## src/design/mmc_pkg.sv

```systemverilog
// Package with MMC command codes, SPI operations, card tokens and request/response structs.
package mmc_pkg;

   // Host request codes; code 3 is ignored.
   typedef enum logic [1:0]
   {
      BD_RESET = 2'd0,
      BD_READ  = 2'd1,
      BD_WRITE = 2'd2
   } bd_cmd_e;

   typedef enum logic [2:0]
   {
      SPI_NONE    = 3'd0,
      SPI_INIT    = 3'd1,
      SPI_FRAME   = 3'd2,
      SPI_READ    = 3'd3,
      SPI_WRITE   = 3'd4,
      SPI_RELEASE = 3'd5
   } spi_op_e;

   typedef struct packed
   {
      spi_op_e     op;
      logic [47:0] frame;
      logic [7:0]  wbyte;
      logic        fast;
   } spi_req_t;

   typedef struct packed
   {
      logic       done;
      logic [7:0] data;
   } spi_rsp_t;

   // Card tokens and R1 codes.
   localparam logic [7:0] TOKEN_START   = 8'hfe;
   localparam logic [7:0] R1_IDLE       = 8'h01;
   localparam logic [7:0] R1_READY      = 8'h00;
   localparam logic [7:0] BUS_FLOAT     = 8'hff;
   localparam logic [2:0] DATA_ACCEPTED = 3'b010;

   // Fixed frames, CRC included for CMD0.
   localparam logic [47:0] CMD_GO_IDLE_FRAME = 48'h40_0000_0000_95;
   localparam logic [47:0] CMD_SEND_OP_FRAME = 48'h41_0000_0000_01;
   localparam logic [47:0] DUMMY_FRAME       = 48'hff_ffff_ffff_ff;

   localparam logic [7:0] CMD_SET_BLOCKLEN = 8'h50;
   localparam logic [7:0] CMD_READ_SINGLE  = 8'h51;
   localparam logic [7:0] CMD_WRITE_SINGLE = 8'h58;
   localparam logic [7:0] FRAME_STOP       = 8'h01;

endpackage

```

## src/design/spi_byte_engine.sv

```systemverilog
// SPI engine for MMC bring-up clocks, command frames, byte reads and writes, and CS release.
`timescale 1ns/1ps

module spi_byte_engine
   import mmc_pkg::*;
#(
   parameter int SLOW_DIV = 64,
   parameter int FAST_DIV = 2
)
(
   input  logic     clk,
   input  logic     reset,
   input  spi_req_t req,
   output spi_rsp_t rsp,
   output logic     mmc_cs,
   output logic     mmc_sclk,
   output logic     mmc_do,
   input  logic     mmc_di
);

   localparam int DIV_W = $clog2(SLOW_DIV + FAST_DIV + 1);

   logic             busy;
   logic             done_r;
   logic [6:0]       bits_left;
   logic [47:0]      tx_sr;
   logic [7:0]       rx_sr;
   logic [DIV_W-1:0] div_cnt;
   logic [DIV_W-1:0] reload;
   logic             start;
   logic             tick;

   assign reload = req.fast ? DIV_W'(FAST_DIV - 1) : DIV_W'(SLOW_DIV - 1);
   assign start  = !busy && done_r && (req.op != SPI_NONE);
   assign tick   = busy && (div_cnt == '0);

   always_ff @(posedge clk)
   begin
      if (reset)
      begin
         busy      <= 1'b0;
         done_r    <= 1'b1;
         mmc_cs    <= 1'b1;
         mmc_sclk  <= 1'b0;
         bits_left <= '0;
         div_cnt   <= '0;
         tx_sr     <= '1;
      end
      else if (start)
      begin
         busy    <= 1'b1;
         done_r  <= 1'b0;
         div_cnt <= reload;
         case (req.op)
            SPI_INIT:
            begin
               // Card wants 74+ clocks with CS high.
               mmc_cs    <= 1'b1;
               bits_left <= 7'd80;
               tx_sr     <= '1;
            end
            SPI_FRAME:
            begin
               mmc_cs    <= 1'b0;
               bits_left <= 7'd48;
               tx_sr     <= req.frame;
            end
            SPI_WRITE:
            begin
               mmc_cs    <= 1'b0;
               bits_left <= 7'd8;
               tx_sr     <= {req.wbyte, 40'hff_ffff_ffff};
            end
            SPI_RELEASE:
            begin
               mmc_cs    <= 1'b1;
               bits_left <= 7'd8;
               tx_sr     <= '1;
            end
            default:
            begin
               mmc_cs    <= 1'b0;
               bits_left <= 7'd8;
               tx_sr     <= '1;
            end
         endcase
      end
      else if (busy)
      begin
         if (div_cnt != '0)
            div_cnt <= div_cnt - 1'b1;
         else
         begin
            div_cnt  <= reload;
            mmc_sclk <= ~mmc_sclk;
            // Falling edge moves to the next bit.
            if (mmc_sclk)
            begin
               tx_sr     <= {tx_sr[46:0], 1'b1};
               bits_left <= bits_left - 1'b1;
               if (bits_left == 7'd1)
               begin
                  busy   <= 1'b0;
                  done_r <= 1'b1;
               end
            end
         end
      end
   end

   // Card output sampled on the rising edge.
   always_ff @(posedge clk)
   begin
      if (tick && !mmc_sclk)
         rx_sr <= {rx_sr[6:0], mmc_di};
   end

   assign mmc_do   = tx_sr[47];
   assign rsp.done = done_r;
   assign rsp.data = rx_sr;

endmodule

```

## src/design/mmc_cmd_sequencer.sv

```systemverilog
// MMC command sequencer FSM for card bring-up, block read, block write and errors.
`timescale 1ns/1ps

module mmc_cmd_sequencer
   import mmc_pkg::*;
#(
   parameter int BLOCK_WORDS = 256
)
(
   input  logic        clk,
   input  logic        reset,
   input  logic        bd_start,
   input  bd_cmd_e     bd_cmd,
   input  logic        bd_rd,
   input  logic        bd_wr,
   output logic        bd_bsy,
   output logic        bd_rdy,
   output logic        bd_iordy,
   output logic        bd_err,
   output spi_req_t    spi_req,
   input  spi_rsp_t    spi_rsp,
   output logic        clear_words,
   output logic        step_word,
   output logic        step_block,
   output logic        clear_blocks,
   input  logic        last_word,
   input  logic        last_block,
   input  logic [31:0] block_byte_addr,
   output logic        take_host_word,
   output logic        capture_low,
   output logic        capture_high,
   input  logic [7:0]  tx_low,
   input  logic [7:0]  tx_high
);

   typedef enum logic [5:0]
   {
      S_IDLE, S_PRE, S_CMD0, S_R0, S_REL0, S_CMD1, S_R1, S_RETRY1, S_REL1,
      S_CMD16, S_R16, S_REL16, S_UP, S_DUMMY, S_XCMD, S_XR, S_TOKEN,
      S_RLO, S_RHI, S_RWORD, S_RCRC0, S_RCRC1, S_WTOK, S_WWAIT, S_WLO, S_WHI,
      S_WACK, S_WCRC0, S_WCRC1, S_WRSP, S_WBUSY, S_XREL, S_NEXT, S_EREL, S_DONE
   } state_e;

   localparam logic [31:0] BLOCK_BYTES = 32'(BLOCK_WORDS * 2);

   state_e      state;
   state_e      state_next;
   logic        phase;
   logic        fin;
   spi_op_e     op;
   logic [47:0] frame;
   logic [7:0]  wbyte;
   logic [7:0]  rx;
   logic        start_q;
   bd_cmd_e     cmd_hold;
   logic        inited;
   logic        set_inited;
   logic        fast;
   logic        set_fast;
   logic        clr_fast;
   logic        err;
   logic        set_err;
   logic        clear_err;

   // Phase 0 issues the op, phase 1 waits for done.
   assign fin = phase && spi_rsp.done;
   assign rx  = spi_rsp.data;

   always_ff @(posedge clk)
   begin
      if (reset)
      begin
         state    <= S_IDLE;
         phase    <= 1'b0;
         start_q  <= 1'b0;
         cmd_hold <= BD_RESET;
         inited   <= 1'b0;
         fast     <= 1'b0;
         err      <= 1'b0;
      end
      else
      begin
         state   <= state_next;
         start_q <= bd_start;
         if (bd_start && state == S_IDLE)
            cmd_hold <= bd_cmd;
         if (op != SPI_NONE && !phase && !spi_rsp.done)
            phase <= 1'b1;
         else if (fin)
            phase <= 1'b0;
         if (set_inited)
            inited <= 1'b1;
         if (set_fast)
            fast <= 1'b1;
         else if (clr_fast)
            fast <= 1'b0;
         if (clear_err)
            err <= 1'b0;
         else if (set_err)
            err <= 1'b1;
      end
   end

   always_comb
   begin
      state_next     = state;
      op             = SPI_NONE;
      frame          = DUMMY_FRAME;
      wbyte          = 8'h00;
      set_inited     = 1'b0;
      set_fast       = 1'b0;
      clr_fast       = 1'b0;
      set_err        = 1'b0;
      clear_err      = 1'b0;
      clear_words    = 1'b0;
      step_word      = 1'b0;
      step_block     = 1'b0;
      clear_blocks   = 1'b0;
      take_host_word = 1'b0;
      capture_low    = 1'b0;
      capture_high   = 1'b0;

      case (state)
         S_IDLE:
            if (start_q && cmd_hold != 2'd3)
               state_next = (cmd_hold == BD_RESET || !inited) ? S_PRE : S_DUMMY;
         S_PRE:
         begin
            clr_fast = 1'b1;
            op = SPI_INIT;
            if (fin) state_next = S_CMD0;
         end
         S_CMD0:
         begin
            op = SPI_FRAME;
            frame = CMD_GO_IDLE_FRAME;
            if (fin) state_next = S_R0;
         end
         S_R0:
         begin
            op = SPI_READ;
            if (fin)
            begin
               if (rx == R1_IDLE)
                  state_next = S_REL0;
               else if (!rx[7])
                  state_next = S_PRE;
            end
         end
         S_REL0:
         begin
            op = SPI_RELEASE;
            if (fin) state_next = S_CMD1;
         end
         S_CMD1:
         begin
            op = SPI_FRAME;
            frame = CMD_SEND_OP_FRAME;
            if (fin) state_next = S_R1;
         end
         S_R1:
         begin
            op = SPI_READ;
            if (fin && rx == R1_READY)
               state_next = S_REL1;
            else if (fin && rx != BUS_FLOAT)
               state_next = S_RETRY1;
         end
         S_RETRY1:
         begin
            op = SPI_RELEASE;
            if (fin) state_next = S_CMD1;
         end
         S_REL1:
         begin
            op = SPI_RELEASE;
            set_fast = fin;
            if (fin) state_next = S_CMD16;
         end
         S_CMD16:
         begin
            op = SPI_FRAME;
            frame = {CMD_SET_BLOCKLEN, BLOCK_BYTES, FRAME_STOP};
            if (fin) state_next = S_R16;
         end
         S_R16:
         begin
            op = SPI_READ;
            if (fin && rx == R1_READY)
               state_next = S_REL16;
            else if (fin && rx != BUS_FLOAT)
            begin
               set_err = 1'b1;
               state_next = S_EREL;
            end
         end
         S_REL16:
         begin
            op = SPI_RELEASE;
            if (fin) state_next = S_UP;
         end
         S_UP:
         begin
            set_inited = 1'b1;
            state_next = (cmd_hold == BD_RESET) ? S_DONE : S_DUMMY;
         end
         S_DUMMY:
         begin
            clear_words = 1'b1;
            op = SPI_FRAME;
            if (fin) state_next = S_XCMD;
         end
         S_XCMD:
         begin
            op = SPI_FRAME;
            frame = {(cmd_hold == BD_WRITE) ? CMD_WRITE_SINGLE : CMD_READ_SINGLE,
                     block_byte_addr, FRAME_STOP};
            if (fin) state_next = S_XR;
         end
         S_XR:
         begin
            op = SPI_READ;
            if (fin && rx == R1_READY)
               state_next = (cmd_hold == BD_WRITE) ? S_WTOK : S_TOKEN;
            else if (fin && rx != BUS_FLOAT)
            begin
               set_err = 1'b1;
               state_next = S_EREL;
            end
         end
         S_TOKEN:
         begin
            op = SPI_READ;
            if (fin && rx == TOKEN_START) state_next = S_RLO;
         end
         S_RLO:
         begin
            op = SPI_READ;
            capture_low = fin;
            if (fin) state_next = S_RHI;
         end
         S_RHI:
         begin
            op = SPI_READ;
            capture_high = fin;
            if (fin) state_next = S_RWORD;
         end
         S_RWORD:
            if (bd_rd)
            begin
               step_word = 1'b1;
               state_next = last_word ? S_RCRC0 : S_RLO;
            end
         S_RCRC0:
         begin
            op = SPI_READ;
            if (fin) state_next = S_RCRC1;
         end
         S_RCRC1:
         begin
            op = SPI_READ;
            if (fin) state_next = S_XREL;
         end
         S_WTOK:
         begin
            op = SPI_WRITE;
            wbyte = TOKEN_START;
            if (fin) state_next = S_WWAIT;
         end
         S_WWAIT:
            if (bd_wr)
            begin
               take_host_word = 1'b1;
               state_next = S_WLO;
            end
         S_WLO:
         begin
            op = SPI_WRITE;
            wbyte = tx_low;
            if (fin) state_next = S_WHI;
         end
         S_WHI:
         begin
            op = SPI_WRITE;
            wbyte = tx_high;
            if (fin) state_next = S_WACK;
         end
         S_WACK:
            if (!bd_wr)
            begin
               step_word = 1'b1;
               state_next = last_word ? S_WCRC0 : S_WWAIT;
            end
         S_WCRC0:
         begin
            op = SPI_WRITE;
            if (fin) state_next = S_WCRC1;
         end
         S_WCRC1:
         begin
            op = SPI_WRITE;
            if (fin) state_next = S_WRSP;
         end
         S_WRSP:
         begin
            op = SPI_READ;
            if (fin && rx[3:1] == DATA_ACCEPTED)
               state_next = S_WBUSY;
            else if (fin && rx != BUS_FLOAT)
            begin
               set_err = 1'b1;
               state_next = S_EREL;
            end
         end
         S_WBUSY:
         begin
            // Card holds the line low while programming.
            op = SPI_READ;
            if (fin && rx != 8'h00) state_next = S_XREL;
         end
         S_XREL:
         begin
            op = SPI_RELEASE;
            if (fin) state_next = S_NEXT;
         end
         S_NEXT:
         begin
            step_block = 1'b1;
            state_next = last_block ? S_DONE : S_DUMMY;
         end
         S_EREL:
         begin
            op = SPI_RELEASE;
            if (fin) state_next = S_DONE;
         end
         S_DONE:
         begin
            clear_err = 1'b1;
            clear_blocks = 1'b1;
            state_next = S_IDLE;
         end
         default:
            state_next = S_IDLE;
      endcase
   end

   assign spi_req.op    = phase ? SPI_NONE : op;
   assign spi_req.frame = frame;
   assign spi_req.wbyte = wbyte;
   assign spi_req.fast  = fast;

   assign bd_bsy   = (state != S_IDLE);
   assign bd_err   = err && (state == S_DONE);
   assign bd_iordy = (state == S_RWORD) || (state == S_WACK);
   assign bd_rdy   = (state == S_IDLE) || (state == S_RWORD) ||
                     (state == S_WWAIT) || (state == S_WACK);

endmodule

```

## src/design/transfer_tracker.sv

```systemverilog
// Word counter, block counter and byte address of the current block.
`timescale 1ns/1ps

module transfer_tracker #(
   parameter int BLOCK_WORDS    = 256,
   parameter int BLOCKS_PER_REQ = 2
)
(
   input  logic        clk,
   input  logic        reset,
   input  logic        bd_start,
   input  logic [23:0] bd_addr,
   input  logic        clear_words,
   input  logic        step_word,
   input  logic        step_block,
   input  logic        clear_blocks,
   output logic        last_word,
   output logic        last_block,
   output logic [31:0] block_byte_addr
);

   localparam int WC_W = $clog2(BLOCK_WORDS + 1);
   localparam int BC_W = $clog2(BLOCKS_PER_REQ + 1);
   localparam int SHIFT = $clog2(BLOCK_WORDS * 2);

   logic [WC_W-1:0] wc;
   logic [BC_W-1:0] bc;

   always_ff @(posedge clk)
   begin
      if (reset)
      begin
         wc <= '0;
         bc <= '0;
         block_byte_addr <= '0;
      end
      else
      begin
         if (clear_words)
            wc <= '0;
         else if (step_word)
            wc <= wc + 1'b1;
         if (clear_blocks)
            bc <= '0;
         else if (step_block)
            bc <= bc + 1'b1;
         if (bd_start)
            block_byte_addr <= 32'(bd_addr) << SHIFT;
         else if (step_block)
            block_byte_addr <= block_byte_addr + 32'(BLOCK_WORDS * 2);
      end
   end

   assign last_word  = (wc == WC_W'(BLOCK_WORDS - 1));
   assign last_block = (bc == BC_W'(BLOCKS_PER_REQ - 1));

endmodule

```

## src/design/word_staging.sv

```systemverilog
// Holding registers for host write words and assembled read words.
`timescale 1ns/1ps

module word_staging (
   input  logic        clk,
   input  logic        reset,
   input  logic [15:0] bd_data_in,
   input  logic        take_host_word,
   input  logic        capture_low,
   input  logic        capture_high,
   input  logic [7:0]  rx_byte,
   output logic [7:0]  tx_low,
   output logic [7:0]  tx_high,
   output logic [15:0] bd_data_out
);

   logic [15:0] tx_hold;

   always_ff @(posedge clk)
   begin
      if (take_host_word)
         tx_hold <= bd_data_in;
   end

   // Read words arrive low byte first.
   always_ff @(posedge clk)
   begin
      if (reset)
         bd_data_out <= '0;
      else if (capture_low)
         bd_data_out[7:0] <= rx_byte;
      else if (capture_high)
         bd_data_out[15:8] <= rx_byte;
   end

   assign tx_low  = tx_hold[7:0];
   assign tx_high = tx_hold[15:8];

endmodule

```

## src/design/mmc_block_dev.sv

```systemverilog
// Top level of the MMC block device controller with host and card ports.
`timescale 1ns/1ps

module mmc_block_dev
   import mmc_pkg::*;
#(
   parameter int BLOCK_WORDS    = 256,
   parameter int BLOCKS_PER_REQ = 2,
   parameter int SLOW_DIV       = 64,
   parameter int FAST_DIV       = 2
)
(
   input  logic        clk,
   input  logic        reset,
   input  bd_cmd_e     bd_cmd,
   input  logic        bd_start,
   output logic        bd_bsy,
   output logic        bd_rdy,
   output logic        bd_err,
   input  logic [23:0] bd_addr,
   input  logic [15:0] bd_data_in,
   output logic [15:0] bd_data_out,
   input  logic        bd_rd,
   input  logic        bd_wr,
   output logic        bd_iordy,
   output logic        mmc_cs,
   input  logic        mmc_di,
   output logic        mmc_do,
   output logic        mmc_sclk
);

   spi_req_t    spi_req;
   spi_rsp_t    spi_rsp;
   logic        clear_words;
   logic        step_word;
   logic        step_block;
   logic        clear_blocks;
   logic        last_word;
   logic        last_block;
   logic [31:0] block_byte_addr;
   logic        take_host_word;
   logic        capture_low;
   logic        capture_high;
   logic [7:0]  tx_low;
   logic [7:0]  tx_high;

   mmc_cmd_sequencer #(.BLOCK_WORDS(BLOCK_WORDS)) seq0 (
      .clk, .reset, .bd_start, .bd_cmd, .bd_rd, .bd_wr,
      .bd_bsy, .bd_rdy, .bd_iordy, .bd_err,
      .spi_req, .spi_rsp,
      .clear_words, .step_word, .step_block, .clear_blocks,
      .last_word, .last_block, .block_byte_addr,
      .take_host_word, .capture_low, .capture_high,
      .tx_low, .tx_high
   );

   transfer_tracker #(
      .BLOCK_WORDS(BLOCK_WORDS),
      .BLOCKS_PER_REQ(BLOCKS_PER_REQ)
   ) tracker0 (
      .clk, .reset, .bd_start, .bd_addr,
      .clear_words, .step_word, .step_block, .clear_blocks,
      .last_word, .last_block, .block_byte_addr
   );

   word_staging staging0 (
      .clk, .reset, .bd_data_in,
      .take_host_word, .capture_low, .capture_high,
      .rx_byte(spi_rsp.data), .tx_low, .tx_high, .bd_data_out
   );

   spi_byte_engine #(.SLOW_DIV(SLOW_DIV), .FAST_DIV(FAST_DIV)) spi0 (
      .clk, .reset, .req(spi_req), .rsp(spi_rsp),
      .mmc_cs, .mmc_sclk, .mmc_do, .mmc_di
   );

endmodule

```

## config.mk

```make
export PLATFORM = sky130hd
export DESIGN_NAME = mmc_block_dev
export DESIGN_NICKNAME = d
export VERILOG_FILES = /design/src/design/mmc_pkg.sv /design/src/design/spi_byte_engine.sv /design/src/design/mmc_cmd_sequencer.sv /design/src/design/transfer_tracker.sv /design/src/design/word_staging.sv /design/src/design/mmc_block_dev.sv
export SDC_FILE = /design/constraint.sdc
export NUM_CORES = 1
export LEC_CHECK = 0
export BUFFER_PORTS_ARGS = -buffer_cell sky130_fd_sc_hd__buf_4
export CAP_MARGIN = 15
export CORE_ASPECT_RATIO = 0.7
export CORE_MARGIN = 2
export CORE_UTILIZATION = 50
export DETAILED_ROUTE_END_ITERATION = 6
export PLACE_DENSITY = 0.69
export SETUP_SLACK_MARGIN = 0.3
export SYNTH_ARGS = -nofsm -noshare
export SYNTH_HDL_FRONTEND = slang
export SYNTH_SLANG_ARGS = --single-unit
```

## constraint.sdc

```tcl
create_clock -name clk -period 3.8 [get_ports clk]
set_clock_uncertainty 0.1 [all_clocks]
set_input_delay 0.76 -clock clk [delete_from_list [all_inputs] [get_ports clk]]
set_output_delay 0.76 -clock clk [all_outputs]
set_load 0.1 [all_outputs]
```

# Word-level counts from Yosys, hierarchy flattened
# Cells that the tools add are included.
# word_totals
regBits	162
inputBits	48
out_inout_bits	23
wordCells	258
# classes
add_sub_neg	5
eq_ne	77
mux	95
bitwise	4
n_reduce_logical	55
# ops
op	n
6-bit 2-to-1 mux	38
6-bit case mux with 33 select lines	1
48-bit 2-to-1 mux	4
48-bit case mux with 4 select lines	1
6-bit by 5-bit == test with 1-bit output, second input constant	16
48-bit case mux with 2 select lines	1
32-bit 2-to-1 mux	2
2-bit by 1-bit inequality test with 1-bit output, second input constant	25
7-bit 2-to-1 mux	7
6-bit by 4-bit == test with 1-bit output, second input constant	8
32-bit by 10-bit adder with 32-bit output, second input constant	1
1-bit 2-to-1 mux	30
29-bit AND reduction	1
6-bit by 3-bit == test with 1-bit output, second input constant	4
8-bit case mux with 3 select lines	1
6-bit == test, second input constant	3
1-bit logical AND	15
3-bit case mux with 5 select lines	1
7-bit case mux with 2 select lines	1
7-bit by 1-bit subtractor with 7-bit output, second input constant	2
6-bit by 2-bit == test with 1-bit output, second input constant	2
4-bit 2-to-1 mux	3
2-bit nonzero test	6
2-bit OR reduction	6
other kinds (35)	57

# Logic depth before layout (Yosys ltp)
# logic_depth
word_depth	8
mapped_depth	10

# By module
# From an unflattened synthesis, not the netlist that was laid out.
# unflattened
hier_cells	1013
area_unflattened_um2	8704.6
# by_module_without_submodules
module	instances	cells_each	area_each_um2	seq_area_each_um2
spi_byte_engine	1	371	3375.7	1561.5
mmc_cmd_sequencer	1	344	2341.0	260.2
transfer_tracker	1	222	1863.0	680.7
word_staging	1	76	1124.8	800.8

# Least setup slack after synthesis
# No wires, ideal clock.
# synth_path
path_kind	flip-flop to output port
from	register seq0.state[3]
to	output bd_rdy
arrival_ps	3172
setup_slack_ps	-232
stages_incl_launch_ff	8
n_path_buf	4
cell_sequence	dfxtp_1 > clkbuf_1 > clkbuf_1 > clkbuf_1 > clkbuf_1 > and3_1 > o21ai_0 > a21oi_1
# synth_via
elab_chain_cells	4
elab_cells_between_ends	7
# synth_lines
item	line	text
start: declaration	mmc_cmd_sequencer.sv:46	state_e state;
start signal: assignment	mmc_cmd_sequencer.sv:83	state <= state_next;
6-bit by 5-bit == test with 1-bit output or 6-bit zero test (tied branches)	mmc_cmd_sequencer.sv:355	assign bd_rdy = (state == S_IDLE) || (state == S_RWORD) ||
1-bit logical OR (2 in a row)	mmc_cmd_sequencer.sv:355	
1-bit logical OR *	mmc_cmd_sequencer.sv:356	(state == S_WWAIT) || (state == S_WACK);
end: declaration	mmc_block_dev.sv:18	output logic bd_rdy,
# Mark *: on every way between the ends. The rest lies on a longest branch, timed or not.

# Worst setup path after layout
# layout_path
from	register seq0.state[3]
to	output bd_iordy
# layout_via
elab_chain_cells	2
elab_cells_between_ends	3
# layout_lines
item	line	text
6-bit by 5-bit == test with 1-bit output	mmc_cmd_sequencer.sv:354	assign bd_iordy = (state == S_RWORD) || (state == S_WACK);
1-bit logical OR *	mmc_cmd_sequencer.sv:354	
end: declaration	mmc_block_dev.sv:25	output logic bd_iordy,
# Marks and branches as above.

==> reports/metrics.yaml <==
status:
  status: "finished, final reports clean"
clocking:
  postCtsResizedCells: 0
  hold_buffers: 0
  clockBufferDepth: 2
  clock-sinks: 152
  cts_buffers: 17
  clock_latency_ps: 430
  path_clk_slew_ps: 60
  cts_tree: "yes"
  cts_root_buf: "clkbuf_16"
  cts.htree.levels: 4
  post-cts-setup-buffer-count: 0
timing:
  finalSetupTns_ps: 0
  setup_viol_count_final: 0
  max_freq_mhz: 295
  drv_slew: 0
  hold_viol: 0
  grt_setup_unrepaired: "no"
  fin_ws_ps: 412
  tightest_slew_ps: 938
  min_period_ps: 3390
  relSlewSlack: 0.374
  finalCritPeriodShare: 0.892
setup_path:
  cp_num_buf_inv: 2
  cpMaxStageDelayCell: "dfxtp_1"
  required_ps: 2940
  worstRegToRegCells: 7
  arrival_ps: 2530
  cp_num_cells: 5
  cp_cell_sequence: "nor2b_1, buf_4, nand2_1, nand2_1, buf_4"
  cpPeakStageDelay_ps: 930
  r2r_slack_ps: 720
  critical_path_class: "flip-flop to output port"
  start_kind: "flip-flop"
  critPathMaxFanout: 26
  crit_family: "flip-flops"
  end_kind: "output port"
drt:
  routed-via-count: 7282
  route.detailed.drc: 0
  firstDrtPassIters: 7
  avgRoutedWirePerCell_um: 17.2
  wirelength_um: 21000
  vias_per_cell: 5.97
  final_antenna_net_count: 0
  drt_iter0_markers: 702
place:
  place_inst: 1188
  port_buffers: 69
  post-dp-hpwl_um: 14100
  pre_cts_ws_ps: 776
  place_congestion: 0.999
synth:
  synth_flop_cell: "dfxtp_1"
  syn-mean-instance-area_um2: 8.27
  ys_types: 72
  syn_inst: 950
  synth_edf_count: 24
  seq_area_frac_synth: 0.418
  syn_nets: 1005
  async_reset_ff_frac: 0
  ys_ff_latch: 152
  synthesis.area_um2: 7860
  synth_warnings: 0
layout:
  diodes: 0
  multi_input_area_um2: 4300
  final_common_cell: "dfxtp_1"
  synthToLayoutAreaGrowth_pct: 17.3
  fillers: 1357
  fin_nets: 1062
  stdcell_count: 1220
  drive_gt1_frac: 0.153
  utilization: 0.597
  seqCellArea_um2: 3280
  final_cell_mix: "dfxtp_1 (128), nand2_1 (124), buf_4 (107)"
grt:
  grt_util_met2: 0.363
  grt_use_met1: 0.385
  gr-usage-met3: 0.0703
  grt_pass1_wl_um: 34300
  grt_max_degree: 78
  grt_pass1_vias: 6649
  grt_util_all_layers: 0.257
  antenna_found_initial: 0
  busiest_layer: "met1"
  overflow: 0
floorplan:
  design.die.area_um2: 16700
  io_pins: 71
  die_height_um: 109
  rows: 38
  die_w_um: 154
  initial_core_util: 0.508
  core_area_um2: 15500
worst_hold_path:
  min_path_type: "flip-flop to flip-flop"
  whs_path_depth: 2
power_and_ir_drop:
  leakagePower_nw: 3.58
  p_per_area_nw_per_um2: 573
  irDropWorstVdd_v: 0.000421
  finalPower_mw: 5.29
run:
  cap_violations: 0
[flip-flops by register name, indices dropped and copies added (netlist names), 2 cells and up]
| register | count |
|---|---|
| seq0.cmd_hold | 2 |
| seq0.state | 6 |
| spi0.bits_left | 7 |
| spi0.div_cnt | 7 |
| spi0.rx_sr | 8 |
| spi0.tx_sr | 47 |
| staging0.bd_data_out | 16 |
| staging0.tx_hold | 16 |
| tracker0.bc | 2 |
| tracker0.block_byte_addr | 23 |
| tracker0.wc | 9 |
[cell type report]
| class | instances | area share |
|---|---|---|
| sequential | 152 | 0.356 |
| inverter | 14 | 0.00570 |
| clock inverter | 10 | 0.00774 |
| tap | 200 | 0.0271 |
| clock buffer | 22 | 0.0493 |
| multi-input combinational | 715 | 0.467 |
| timing repair buffer | 107 | 0.0871 |
[where the power goes]
group          internal, mW  leakage, nW  switching, mW  total (mW)
logic                 0.631         2.07           1.11        1.74
clock network         0.855        0.255          0.687        1.54
registers              1.81         1.26          0.192        2.01
[worst reg2reg max path: stages (launching register included)]
cell,delay (ps)
dfxtp_1,930
xnor2_1,310
a22oi_1,420
o2111a_1,510
nor2_1,140
buf_4,220
a221oi_1,250
nand2_1,80
[logic make-up after synthesis]
kind of cell / synth area share
buf+inv: 0.0405
compound gates: 0.196
flops: 0.418
mux: 0.0371
fa+ha+maj: 0.0111
simple gates: 0.253
xor+xnor: 0.0441
[layer usage]
layer / part of all wire / vias to the layer above
li1: - / 3580
met1: 0.49 / 3372
met2: 0.40 / 303
met3: 0.097 / 27
met4: 0.011 / 0
met5: 0 / -
[path summary, 6_finish.rpt]
kind | startpoint | to
max | seq0.state[3] | bd_iordy
min | spi0.tx_sr[8] | spi0.tx_sr[8]
max reg2reg | seq0.state[3] | spi0.tx_sr[41]
min reg2reg | spi0.tx_sr[8] | spi0.tx_sr[8]
[Yosys cell counts, types with 21 or more instances]
library cell | instances | area share
nor2_1 | 91 | 0.043
o21ai_0 | 65 | 0.041
a21oi_1 | 68 | 0.043
a211oi_1 | 31 | 0.030
xnor2_1 | 25 | 0.028
dfxtp_1 | 128 | 0.33
nand2_1 | 124 | 0.059
edfxtp_1 | 24 | 0.092
nand3_1 | 32 | 0.020
mux2i_1 | 28 | 0.036
and3_1 | 35 | 0.028
clkbuf_1 | 58 | 0.028
nor3_1 | 21 | 0.013
[stage by stage]
step / hold slack [ps] / area [um^2]
6_report: 368 / 9220
5_1_grt: 398 / 9220
4_1_cts: 373 / 9210
3_5_place_dp: 358 / 8690
3_3_place_gp: 350 / 8690
2_1_floorplan: 335 / 7860
(Power assumes the default switching activity.)
